===== src/rtl/mipsPkg.sv =====
// shared constants for the single-cycle MIPS32 subset core
// only add, sub, and, or, slt, lw, sw, beq, j, jal and jr are decoded
// data memory is word addressed, 128 words, address from ALU result bits 8 to 2
`default_nettype none

package mipsPkg;

  // ========================================
  // widths and indices
  // ========================================
  localparam int dataWidth    = 32;
  localparam int regAddrWidth = 5;
  localparam int numRegs      = 32;
  localparam int memAddrWidth = 7;
  localparam int opWidth      = 6;

  // jal writes its return address here
  localparam logic [regAddrWidth-1:0] linkReg = 5'd31;

  // ========================================
  // opcode field, bits 31 to 26
  // ========================================
  localparam logic [opWidth-1:0] opRType = 6'h00;
  localparam logic [opWidth-1:0] opJ     = 6'h02;
  localparam logic [opWidth-1:0] opJal   = 6'h03;
  localparam logic [opWidth-1:0] opBeq   = 6'h04;
  localparam logic [opWidth-1:0] opLw    = 6'h23;
  localparam logic [opWidth-1:0] opSw    = 6'h2b;

  // ========================================
  // funct field for R-type, bits 5 to 0
  // ========================================
  localparam logic [opWidth-1:0] fnJr  = 6'h08;
  localparam logic [opWidth-1:0] fnAdd = 6'h20;
  localparam logic [opWidth-1:0] fnSub = 6'h22;
  localparam logic [opWidth-1:0] fnAnd = 6'h24;
  localparam logic [opWidth-1:0] fnOr  = 6'h25;
  localparam logic [opWidth-1:0] fnSlt = 6'h2a;

  // alu operations, aluNone gives a zero result
  typedef enum logic [2:0] {
    aluAdd,
    aluSub,
    aluAnd,
    aluOr,
    aluSlt,
    aluNone
  } aluOp_e;

endpackage

`default_nettype wire


===== src/rtl/mipsControl.sv =====
// main decoder for the single-cycle core, purely combinational
// unknown opcodes and functs decode to a no-op: no register or memory write
// register and memory writes are held off while rst is low
`timescale 1ns/1ps
`default_nettype none

module mipsControl (
  input  logic                        rst,
  input  logic [mipsPkg::opWidth-1:0] opcode,
  input  logic [mipsPkg::opWidth-1:0] funct,
  output logic                        regDst,
  output logic                        aluSrc,
  output logic                        memToReg,
  output logic                        regWrite,
  output logic                        memWrite,
  output logic                        branch,
  output logic                        jump,
  output logic                        link,
  output logic                        jumpReg,
  output mipsPkg::aluOp_e             aluOp
);
  import mipsPkg::*;

  // decoded enables before the reset hold
  logic regWriteDec;
  logic memWriteDec;

  always_comb begin
    // defaults give a no-op
    regDst      = 1'b0;
    aluSrc      = 1'b0;
    memToReg    = 1'b0;
    regWriteDec = 1'b0;
    memWriteDec = 1'b0;
    branch      = 1'b0;
    jump        = 1'b0;
    link        = 1'b0;
    jumpReg     = 1'b0;
    aluOp       = aluNone;
    case (opcode)
      opRType: begin
        // write goes to rd
        regDst = 1'b1;
        case (funct)
          fnAdd: begin
            aluOp       = aluAdd;
            regWriteDec = 1'b1;
          end
          fnSub: begin
            aluOp       = aluSub;
            regWriteDec = 1'b1;
          end
          fnAnd: begin
            aluOp       = aluAnd;
            regWriteDec = 1'b1;
          end
          fnOr: begin
            aluOp       = aluOr;
            regWriteDec = 1'b1;
          end
          fnSlt: begin
            aluOp       = aluSlt;
            regWriteDec = 1'b1;
          end
          // jr only redirects the pc
          fnJr:    jumpReg = 1'b1;
          default: regDst  = 1'b1;
        endcase
      end
      opLw: begin
        // base plus offset, result from memory into rt
        aluSrc      = 1'b1;
        memToReg    = 1'b1;
        regWriteDec = 1'b1;
        aluOp       = aluAdd;
      end
      opSw: begin
        aluSrc      = 1'b1;
        memWriteDec = 1'b1;
        aluOp       = aluAdd;
      end
      opBeq: begin
        // equal when rs - rt is zero
        branch = 1'b1;
        aluOp  = aluSub;
      end
      opJ:     jump = 1'b1;
      opJal: begin
        jump        = 1'b1;
        link        = 1'b1;
        regWriteDec = 1'b1;
      end
      default: aluOp = aluNone;
    endcase
  end

  // no state change while in reset
  assign regWrite = rst & regWriteDec;
  assign memWrite = rst & memWriteDec;

endmodule

`default_nettype wire


===== src/rtl/mipsAlu.sv =====
// combinational ALU for the core
// slt is a signed compare, no overflow detection anywhere
`timescale 1ns/1ps
`default_nettype none

module mipsAlu (
  input  logic [mipsPkg::dataWidth-1:0] a,
  input  logic [mipsPkg::dataWidth-1:0] b,
  input  mipsPkg::aluOp_e               aluOp,
  output logic [mipsPkg::dataWidth-1:0] result,
  output logic                          zero
);
  import mipsPkg::*;

  // signed view of the operands for slt
  logic lessThan;

  assign lessThan = $signed(a) < $signed(b);

  always_comb begin
    case (aluOp)
      aluAdd:  result = a + b;
      aluSub:  result = a - b;
      aluAnd:  result = a & b;
      aluOr:   result = a | b;
      // one in bit 0, the rest cleared
      aluSlt:  result = {{(dataWidth-1){1'b0}}, lessThan};
      aluNone: result = '0;
      default: result = '0;
    endcase
  end

  // flag is valid for every operation, beq reads it after a subtract
  assign zero = (result == '0);

endmodule

`default_nettype wire


===== src/rtl/mipsRegFile.sv =====
// 32 x 32 register file, two combinational reads and one clocked write
// register 0 ignores writes and always reads zero
// all entries are cleared by the asynchronous reset
`timescale 1ns/1ps
`default_nettype none

module mipsRegFile (
  input  logic                             clk,
  input  logic                             rst,
  input  logic [mipsPkg::regAddrWidth-1:0] readAddrA,
  input  logic [mipsPkg::regAddrWidth-1:0] readAddrB,
  input  logic                             writeEn,
  input  logic [mipsPkg::regAddrWidth-1:0] writeAddr,
  input  logic [mipsPkg::dataWidth-1:0]    writeData,
  output logic [mipsPkg::dataWidth-1:0]    readDataA,
  output logic [mipsPkg::dataWidth-1:0]    readDataB
);
  import mipsPkg::*;

  logic [dataWidth-1:0] regs [numRegs];

  // ========================================
  // write port
  // ========================================
  always_ff @(posedge clk or negedge rst) begin
    if (!rst) begin
      for (int i = 0; i < numRegs; i++) begin
        regs[i] <= '0;
      end
    end else if (writeEn && (writeAddr != '0)) begin
      // writes naming r0 are dropped here
      regs[writeAddr] <= writeData;
    end
  end

  // read ports, r0 forced to zero
  assign readDataA = (readAddrA == '0) ? '0 : regs[readAddrA];
  assign readDataB = (readAddrB == '0) ? '0 : regs[readAddrB];

endmodule

`default_nettype wire


===== src/rtl/mipsPc.sv =====
// program counter and next-address logic
// no delay slot, a taken branch or jump redirects the very next fetch
// priority is jr, then j/jal, then taken beq, then pc + 4
`timescale 1ns/1ps
`default_nettype none

module mipsPc (
  input  logic                          clk,
  input  logic                          rst,
  input  logic                          branch,
  input  logic                          zero,
  input  logic                          jump,
  input  logic                          jumpReg,
  input  logic [mipsPkg::dataWidth-1:0] branchOffset,
  input  logic [25:0]                   jumpIndex,
  input  logic [mipsPkg::dataWidth-1:0] regTarget,
  output logic [mipsPkg::dataWidth-1:0] pc,
  output logic [mipsPkg::dataWidth-1:0] pcPlus8
);
  import mipsPkg::*;

  logic [dataWidth-1:0] pcReg;
  logic [dataWidth-1:0] pcPlus4;
  logic [dataWidth-1:0] pcNext;
  logic [dataWidth-1:0] branchTarget;
  logic                 branchTaken;

  assign pcPlus4      = pcReg + dataWidth'(4);
  // return address for jal
  assign pcPlus8      = pcReg + dataWidth'(8);
  assign branchTaken  = branch & zero;
  // word offset relative to the following instruction
  assign branchTarget = pcPlus4 + (branchOffset << 2);

  always_comb begin
    if (jumpReg) begin
      pcNext = regTarget;
    end else if (jump) begin
      // region bits kept from pc + 4
      pcNext = {pcPlus4[dataWidth-1 -: 4], jumpIndex, 2'b00};
    end else if (branchTaken) begin
      pcNext = branchTarget;
    end else begin
      pcNext = pcPlus4;
    end
  end

  always_ff @(posedge clk or negedge rst) begin
    if (!rst) begin
      pcReg <= '0;
    end else begin
      pcReg <= pcNext;
    end
  end

  assign pc = pcReg;

endmodule

`default_nettype wire


===== src/rtl/singleCycleMips.sv =====
// single-cycle MIPS32 subset core
// instruction and data memories are external and must answer in the same cycle
// memWen is active low and the store happens on the rising edge
// memAddr is a word address taken from ALU result bits 8 to 2
// rfWrite* mirror the write-back of the current instruction for observation
`timescale 1ns/1ps
`default_nettype none

module singleCycleMips (
  input  logic                             clk,
  input  logic                             rst,
  input  logic [mipsPkg::dataWidth-1:0]    ir,
  input  logic [mipsPkg::dataWidth-1:0]    readDataMem,
  output logic [mipsPkg::dataWidth-1:0]    irAddr,
  output logic [mipsPkg::memAddrWidth-1:0] memAddr,
  output logic [mipsPkg::dataWidth-1:0]    writeDataMem,
  output logic                             memWen,
  output logic                             rfWriteEn,
  output logic [mipsPkg::regAddrWidth-1:0] rfWriteAddr,
  output logic [mipsPkg::dataWidth-1:0]    rfWriteData
);
  import mipsPkg::*;

  // instruction fields
  logic [opWidth-1:0]      opcode;
  logic [opWidth-1:0]      funct;
  logic [regAddrWidth-1:0] rs;
  logic [regAddrWidth-1:0] rt;
  logic [regAddrWidth-1:0] rd;
  logic [15:0]             imm;
  logic [25:0]             jumpIndex;
  logic [dataWidth-1:0]    immExt;

  // decoder outputs
  logic   regDst;
  logic   aluSrc;
  logic   memToReg;
  logic   regWrite;
  logic   memWrite;
  logic   branch;
  logic   jump;
  logic   link;
  logic   jumpReg;
  aluOp_e aluOp;

  // datapath
  logic [dataWidth-1:0] rsData;
  logic [dataWidth-1:0] rtData;
  logic [dataWidth-1:0] aluB;
  logic [dataWidth-1:0] aluResult;
  logic                 aluZero;
  logic [dataWidth-1:0] pc;
  logic [dataWidth-1:0] pcPlus8;

  // ========================================
  // field slicing
  // ========================================
  assign opcode    = ir[31:26];
  assign rs        = ir[25:21];
  assign rt        = ir[20:16];
  assign rd        = ir[15:11];
  assign funct     = ir[5:0];
  assign imm       = ir[15:0];
  assign jumpIndex = ir[25:0];
  assign immExt    = {{(dataWidth-16){imm[15]}}, imm};

  mipsControl i_control (
    .rst     (rst),
    .opcode  (opcode),
    .funct   (funct),
    .regDst  (regDst),
    .aluSrc  (aluSrc),
    .memToReg(memToReg),
    .regWrite(regWrite),
    .memWrite(memWrite),
    .branch  (branch),
    .jump    (jump),
    .link    (link),
    .jumpReg (jumpReg),
    .aluOp   (aluOp)
  );

  mipsRegFile i_regFile (
    .clk      (clk),
    .rst      (rst),
    .readAddrA(rs),
    .readAddrB(rt),
    .writeEn  (regWrite),
    .writeAddr(rfWriteAddr),
    .writeData(rfWriteData),
    .readDataA(rsData),
    .readDataB(rtData)
  );

  // immediate for lw and sw and rt for the rest
  assign aluB = aluSrc ? immExt : rtData;

  mipsAlu i_alu (
    .a     (rsData),
    .b     (aluB),
    .aluOp (aluOp),
    .result(aluResult),
    .zero  (aluZero)
  );

  mipsPc i_pc (
    .clk         (clk),
    .rst         (rst),
    .branch      (branch),
    .zero        (aluZero),
    .jump        (jump),
    .jumpReg     (jumpReg),
    .branchOffset(immExt),
    .jumpIndex   (jumpIndex),
    .regTarget   (rsData),
    .pc          (pc),
    .pcPlus8     (pcPlus8)
  );

  // ========================================
  // write-back selection
  // ========================================
  always_comb begin
    if (link) begin
      rfWriteAddr = linkReg;
    end else if (regDst) begin
      rfWriteAddr = rd;
    end else begin
      rfWriteAddr = rt;
    end
  end

  always_comb begin
    if (link) begin
      rfWriteData = pcPlus8;
    end else if (memToReg) begin
      rfWriteData = readDataMem;
    end else begin
      rfWriteData = aluResult;
    end
  end

  assign rfWriteEn = regWrite;

  // memory ports
  assign irAddr       = pc;
  assign memAddr      = aluResult[memAddrWidth+1:2];
  assign writeDataMem = rtData;
  assign memWen       = ~memWrite;

endmodule

`default_nettype wire


===== config.mk =====
export PLATFORM = sky130hd
export DESIGN_NAME = singleCycleMips
export DESIGN_NICKNAME = d
export VERILOG_FILES = /design/src/rtl/mipsPkg.sv /design/src/rtl/mipsControl.sv /design/src/rtl/mipsAlu.sv /design/src/rtl/mipsRegFile.sv /design/src/rtl/mipsPc.sv /design/src/rtl/singleCycleMips.sv
export SDC_FILE = /design/constraint.sdc
export NUM_CORES = 2
export LEC_CHECK = 0
export CAP_MARGIN = 20
export CORE_ASPECT_RATIO = 0.6
export CORE_MARGIN = 2
export CORE_UTILIZATION = 49
export DETAILED_ROUTE_END_ITERATION = 6
export DONT_BUFFER_PORTS = 1
export SYNTH_ARGS = -nofsm -noshare
export SYNTH_HDL_FRONTEND = slang
export SYNTH_HIERARCHICAL = 1
export SYNTH_SLANG_ARGS = --single-unit

===== constraint.sdc =====
create_clock -name clk -period 6.75 [get_ports clk]
set_input_delay 0.3375 -clock clk [delete_from_list [all_inputs] [get_ports clk]]
set_output_delay 0.3375 -clock clk [all_outputs]
set_load 0.02 [all_outputs]

==> out/results.txt <==
Die height: 287 um
Critical Path Source Type: input pin
Cell Rows: 103
Post-Synthesis Cells: 5186
Most common cell after layout, fill and taps aside: dfrtp_1
Max-slew violations: 188
Pwr Total: 0.0160 W
P_leak: 33.2 nW
Fillers: 11100
PortBufs: 0
Drt drc: 0
P_sw: 0.00500 W
Die extent in x: 476 um
Max-cap violations: 0
Initial Utilization: 49.5%
Final Critical Period: 6.87 ns
Clock power share: 38.3%
Vias: 48700
Global-route wire length before repair: 354 mm
Post-synthesis cell area: 0.0654 mm2
Int Pwr: 0.0110 W
Crit path capture type: output pin
Distinct cells, synth: 97
Clock latency on the worst-skew pair: 0.75 ns
CP Buf/Inv Count: 5
Area Growth Syn to Fin: 11.5%
Most frequent cells in the layout: dfrtp_1, mux2_2, mux4_2
Worst hold path class: in2reg
Status: finished with violations
1st-iter DRT viols: 6490
Arrival time at the worst endpoint: 6.53 ns
GRT Total Usage: 36.2%
Post-synth EDFFs: 0
Clock skew: 0.0477 ns
Worst slew margin: -25.3%
CP Cell Sequence: or4_4 > o21ai_0 > a311oi_1 > buf_4 > inv_1 > ha_1 > fa_1 > nor3_2 > o311ai_0 > buf_4 > o221ai_1 > nor2_1 > o21ai_0 > o21ai_0 > xnor2_1 > buf_4 > nand2_1 > o21ai_0 > mux2i_1 > o21ai_2 > buf_4
Max FO, Critical Path: 290
Max frequency: 146 MHz
Post-Route WL: 249 mm
Final antenna-violating net count: 0
Setup-failing EPs final: 25
Hold Fails Final Rpt: 0
Power Density: 220 mW/mm2
Switching part of the total: 31.2%
Worst slew pin tran: 1.88 ns
Die footprint: 0.136 mm2
Initial antenna violation count: 22
Core area: 0.132 mm2
Final setup margin: -0.122 ns
Comb pwr share: 19.7%
Largest net degree at the start of global routing: 1059
HPWL after DPL: 160 mm
CTS sink count: 1056
GP Congestion: 1.04
Pre-CTS WS: -0.00256 ns
Wire per inst: 35.4 um
Grt total ovfl: 0
Top delay family on crit path: compound AO/OA/AOI/OAI gates
Layout Nets: 5360
Yosys warnings: 6
Failing checks: slew limit, setup timing
Sequential share of the synthesized area: 40.4%
CTS H-tree lvls: 3
Main synth FF type: dfrtp_1
Async SR Flop Fraction: 100%
Root buffer cell: clkbuf_16
Peak supply drop: 0.000249 V
Layout cell share with drive strength beyond 1: 41.2%
CTS max path bufs: 3
Class of the most critical setup path: in2out
Slowest-stage cell, CP: or4_4
Flops & latches, synth: 1056
Ports: 176
Flop pwr share: 42.0%
Drt via density: 6.92
Crit-path max cell delay: 1.22 ns
Fin crit share: 102%
TritonCTS clock tree: done
Reg clk slew, reported paths: 0.07 ns
Syn Nets: 5397
Vias in the first global route: 46500
Pre-antenna DRT Iters: 6
Number of buffers created by CTS: 103
Mean Syn Cell Area: 12.6 um2
RSZ-0062 raised after global routing: false
Required time of the critical path: 6.41 ns
==> sequential cells by signal (all words and copies together), names as in the netlist <==
| name | cells |
|---|---|
| i_pc/pc | 32 |
| i_regFile/regs | 1024 |
==> stage by stage <==
stage	std cells	utilization, %	TNS, ns	hold slack [ns]	instance area (um2)
after global placement	6793	52.1	-0.0856	0.101	68800
after detailed placement	6797	52.2	-0.00256	0.142	68900
after CTS	7013	55.0	0	-0.642	72600
after floorplan	5186	-	0	0.0419	65400
after global routing	7022	55.2	0	0.0632	72900
final	7033	55.3	-1.41	0.0416	72900
==> path summary, 6_finish.rpt <==
path	cells after the start	end	startpoint	slack [ns]
worst min register to register	0	i_regFile/regs[1018]	i_regFile/regs[1018]	0.40
worst max register to register	25	i_pc/pc[24]	i_regFile/regs[941]	0.20
max in group asynchronous	4	i_regFile/regs[47]	rst	3.89
min in group asynchronous	2	i_pc/pc[25]	rst	0.70
worst min-delay path	3	i_pc/pc[31]	ir[15]	0.04
worst max-delay path	21	rfWriteData[20]	ir[23]	-0.12
==> timing repair <==
item | in CTS | in global routing
buffers inserted | 0 | 0
resized for setup | 0 | 15
endpoints found under the hold margin | 1081 | 443
hold buffers | 25 | 2
setup endpoints to repair | 0 | 38
==> cells in the mapped netlist, types with 10 or more instances <==
cell       number  area, um2
dfrtp_1      1056      26400
mux2_2       1000      11300
mux4_2        449      10100
clkbuf_1      256        961
nand2_1       209        785
o21ai_0       197        986
buf_2         183        916
mux2i_1       177       1770
nor2_1        153        574
ha_1          142       1780
inv_1         124        465
a21oi_1       122        611
a211oi_1       92        691
nor2b_1        88        551
a22oi_1        66        495
a311oi_1       65        569
mux2_1         59        664
xnor2_1        53        464
a221oi_1       52        455
buf_4          50        375
nand3_1        49        245
xor2_1         42        368
nor3_1         39        195
o21ai_1        33        165
a21o_1         31        233
o211ai_1       31        233
nand4_1        20        125
o2111ai_1      20        175
buf_1          17       63.8
o22ai_1        17        106
a31oi_1        16        100
and3_1         15       93.8
nand2b_1       15       93.8
o31ai_1        14        105
mux2_4         13        195
o21bai_1       12       90.1
or2_2          12       75.1
or3_1          11       68.8
buf_6          10        113
nor4_1         10       62.6
o21a_1         10       75.1
==> cell families (layout without fill, tap and decap cells) <==
kind of cell / Yosys count / in the layout / share of synthesized area, %
and+or+nand+nor: 679 / 679 / 5.19
AOI/OAI and AO/OA: 865 / 865 / 9.04
muxes: 1698 / 1698 / 36.7
xor gates and xnor gates: 95 / 95 / 1.27
other: 0 / 13 / 0
adders and majority gates: 145 / 145 / 2.81
buffers and inverters: 648 / 697 / 4.55
DFF: 1056 / 1056 / 40.4
==> power by group through the flow <==
stage                     sequential, W  clock, W  combinational (W)
after floorplan                 0.00673         0            0.00204
after global placement          0.00684         0            0.00289
after detailed placement        0.00684         0            0.00287
after CTS                       0.00672   0.00621            0.00290
after global routing            0.00673   0.00648            0.00335
final                           0.00674   0.00613            0.00316
==> layer usage <==
layer | up-vias | wire length (um) | share of wire, % | global-route usage [%]
met5 | - | 34 | 0.014 | 0
met4 | 6 | 8300 | 3.3 | 10.9
met3 | 439 | 31400 | 13 | 11.4
met2 | 2866 | 98500 | 40 | 47.7
met1 | 25800 | 111000 | 45 | 56.1
li1 | 19600 | - | - | -
==> worst reg2reg max path, stage by stage (launching register included) <==
cell       delay [ns]
dfrtp_1          0.40
mux4_2           0.48
nor2b_1          0.15
a211oi_1         0.61
a311oi_2         0.20
mux2_4           0.34
inv_1            0.08
ha_1             0.34
inv_1            0.08
a21oi_1          0.26
o31ai_1          0.18
nor3_2           0.53
buf_4            0.25
o211a_1          0.17
o211ai_1         0.12
nor3_1           0.33
nand4b_1         0.21
a2111oi_2        0.30
and4bb_1         0.26
and4b_1          0.22
and2_1           0.16
buf_4            0.22
and3_1           0.19
mux2i_1          0.08
o2111ai_1        0.17
a21oi_1          0.10
==> cell type report <==
type                            count  area (um2)  share of cell area [%]
Clock inverter                     34         402                   0.551
Antenna cell                       13        32.5                  0.0446
Multi-Input combinational cell   3482       36700                    50.3
Sequential cell                  1056       26400                    36.2
Tap cell                         1785        2230                    3.06
Inverter                          126         478                   0.655
Clock buffer                      157        3110                    4.27
Timing Repair Buffer              380        3530                    4.85
No activity file was read; power rests on OpenSTA's default activity.
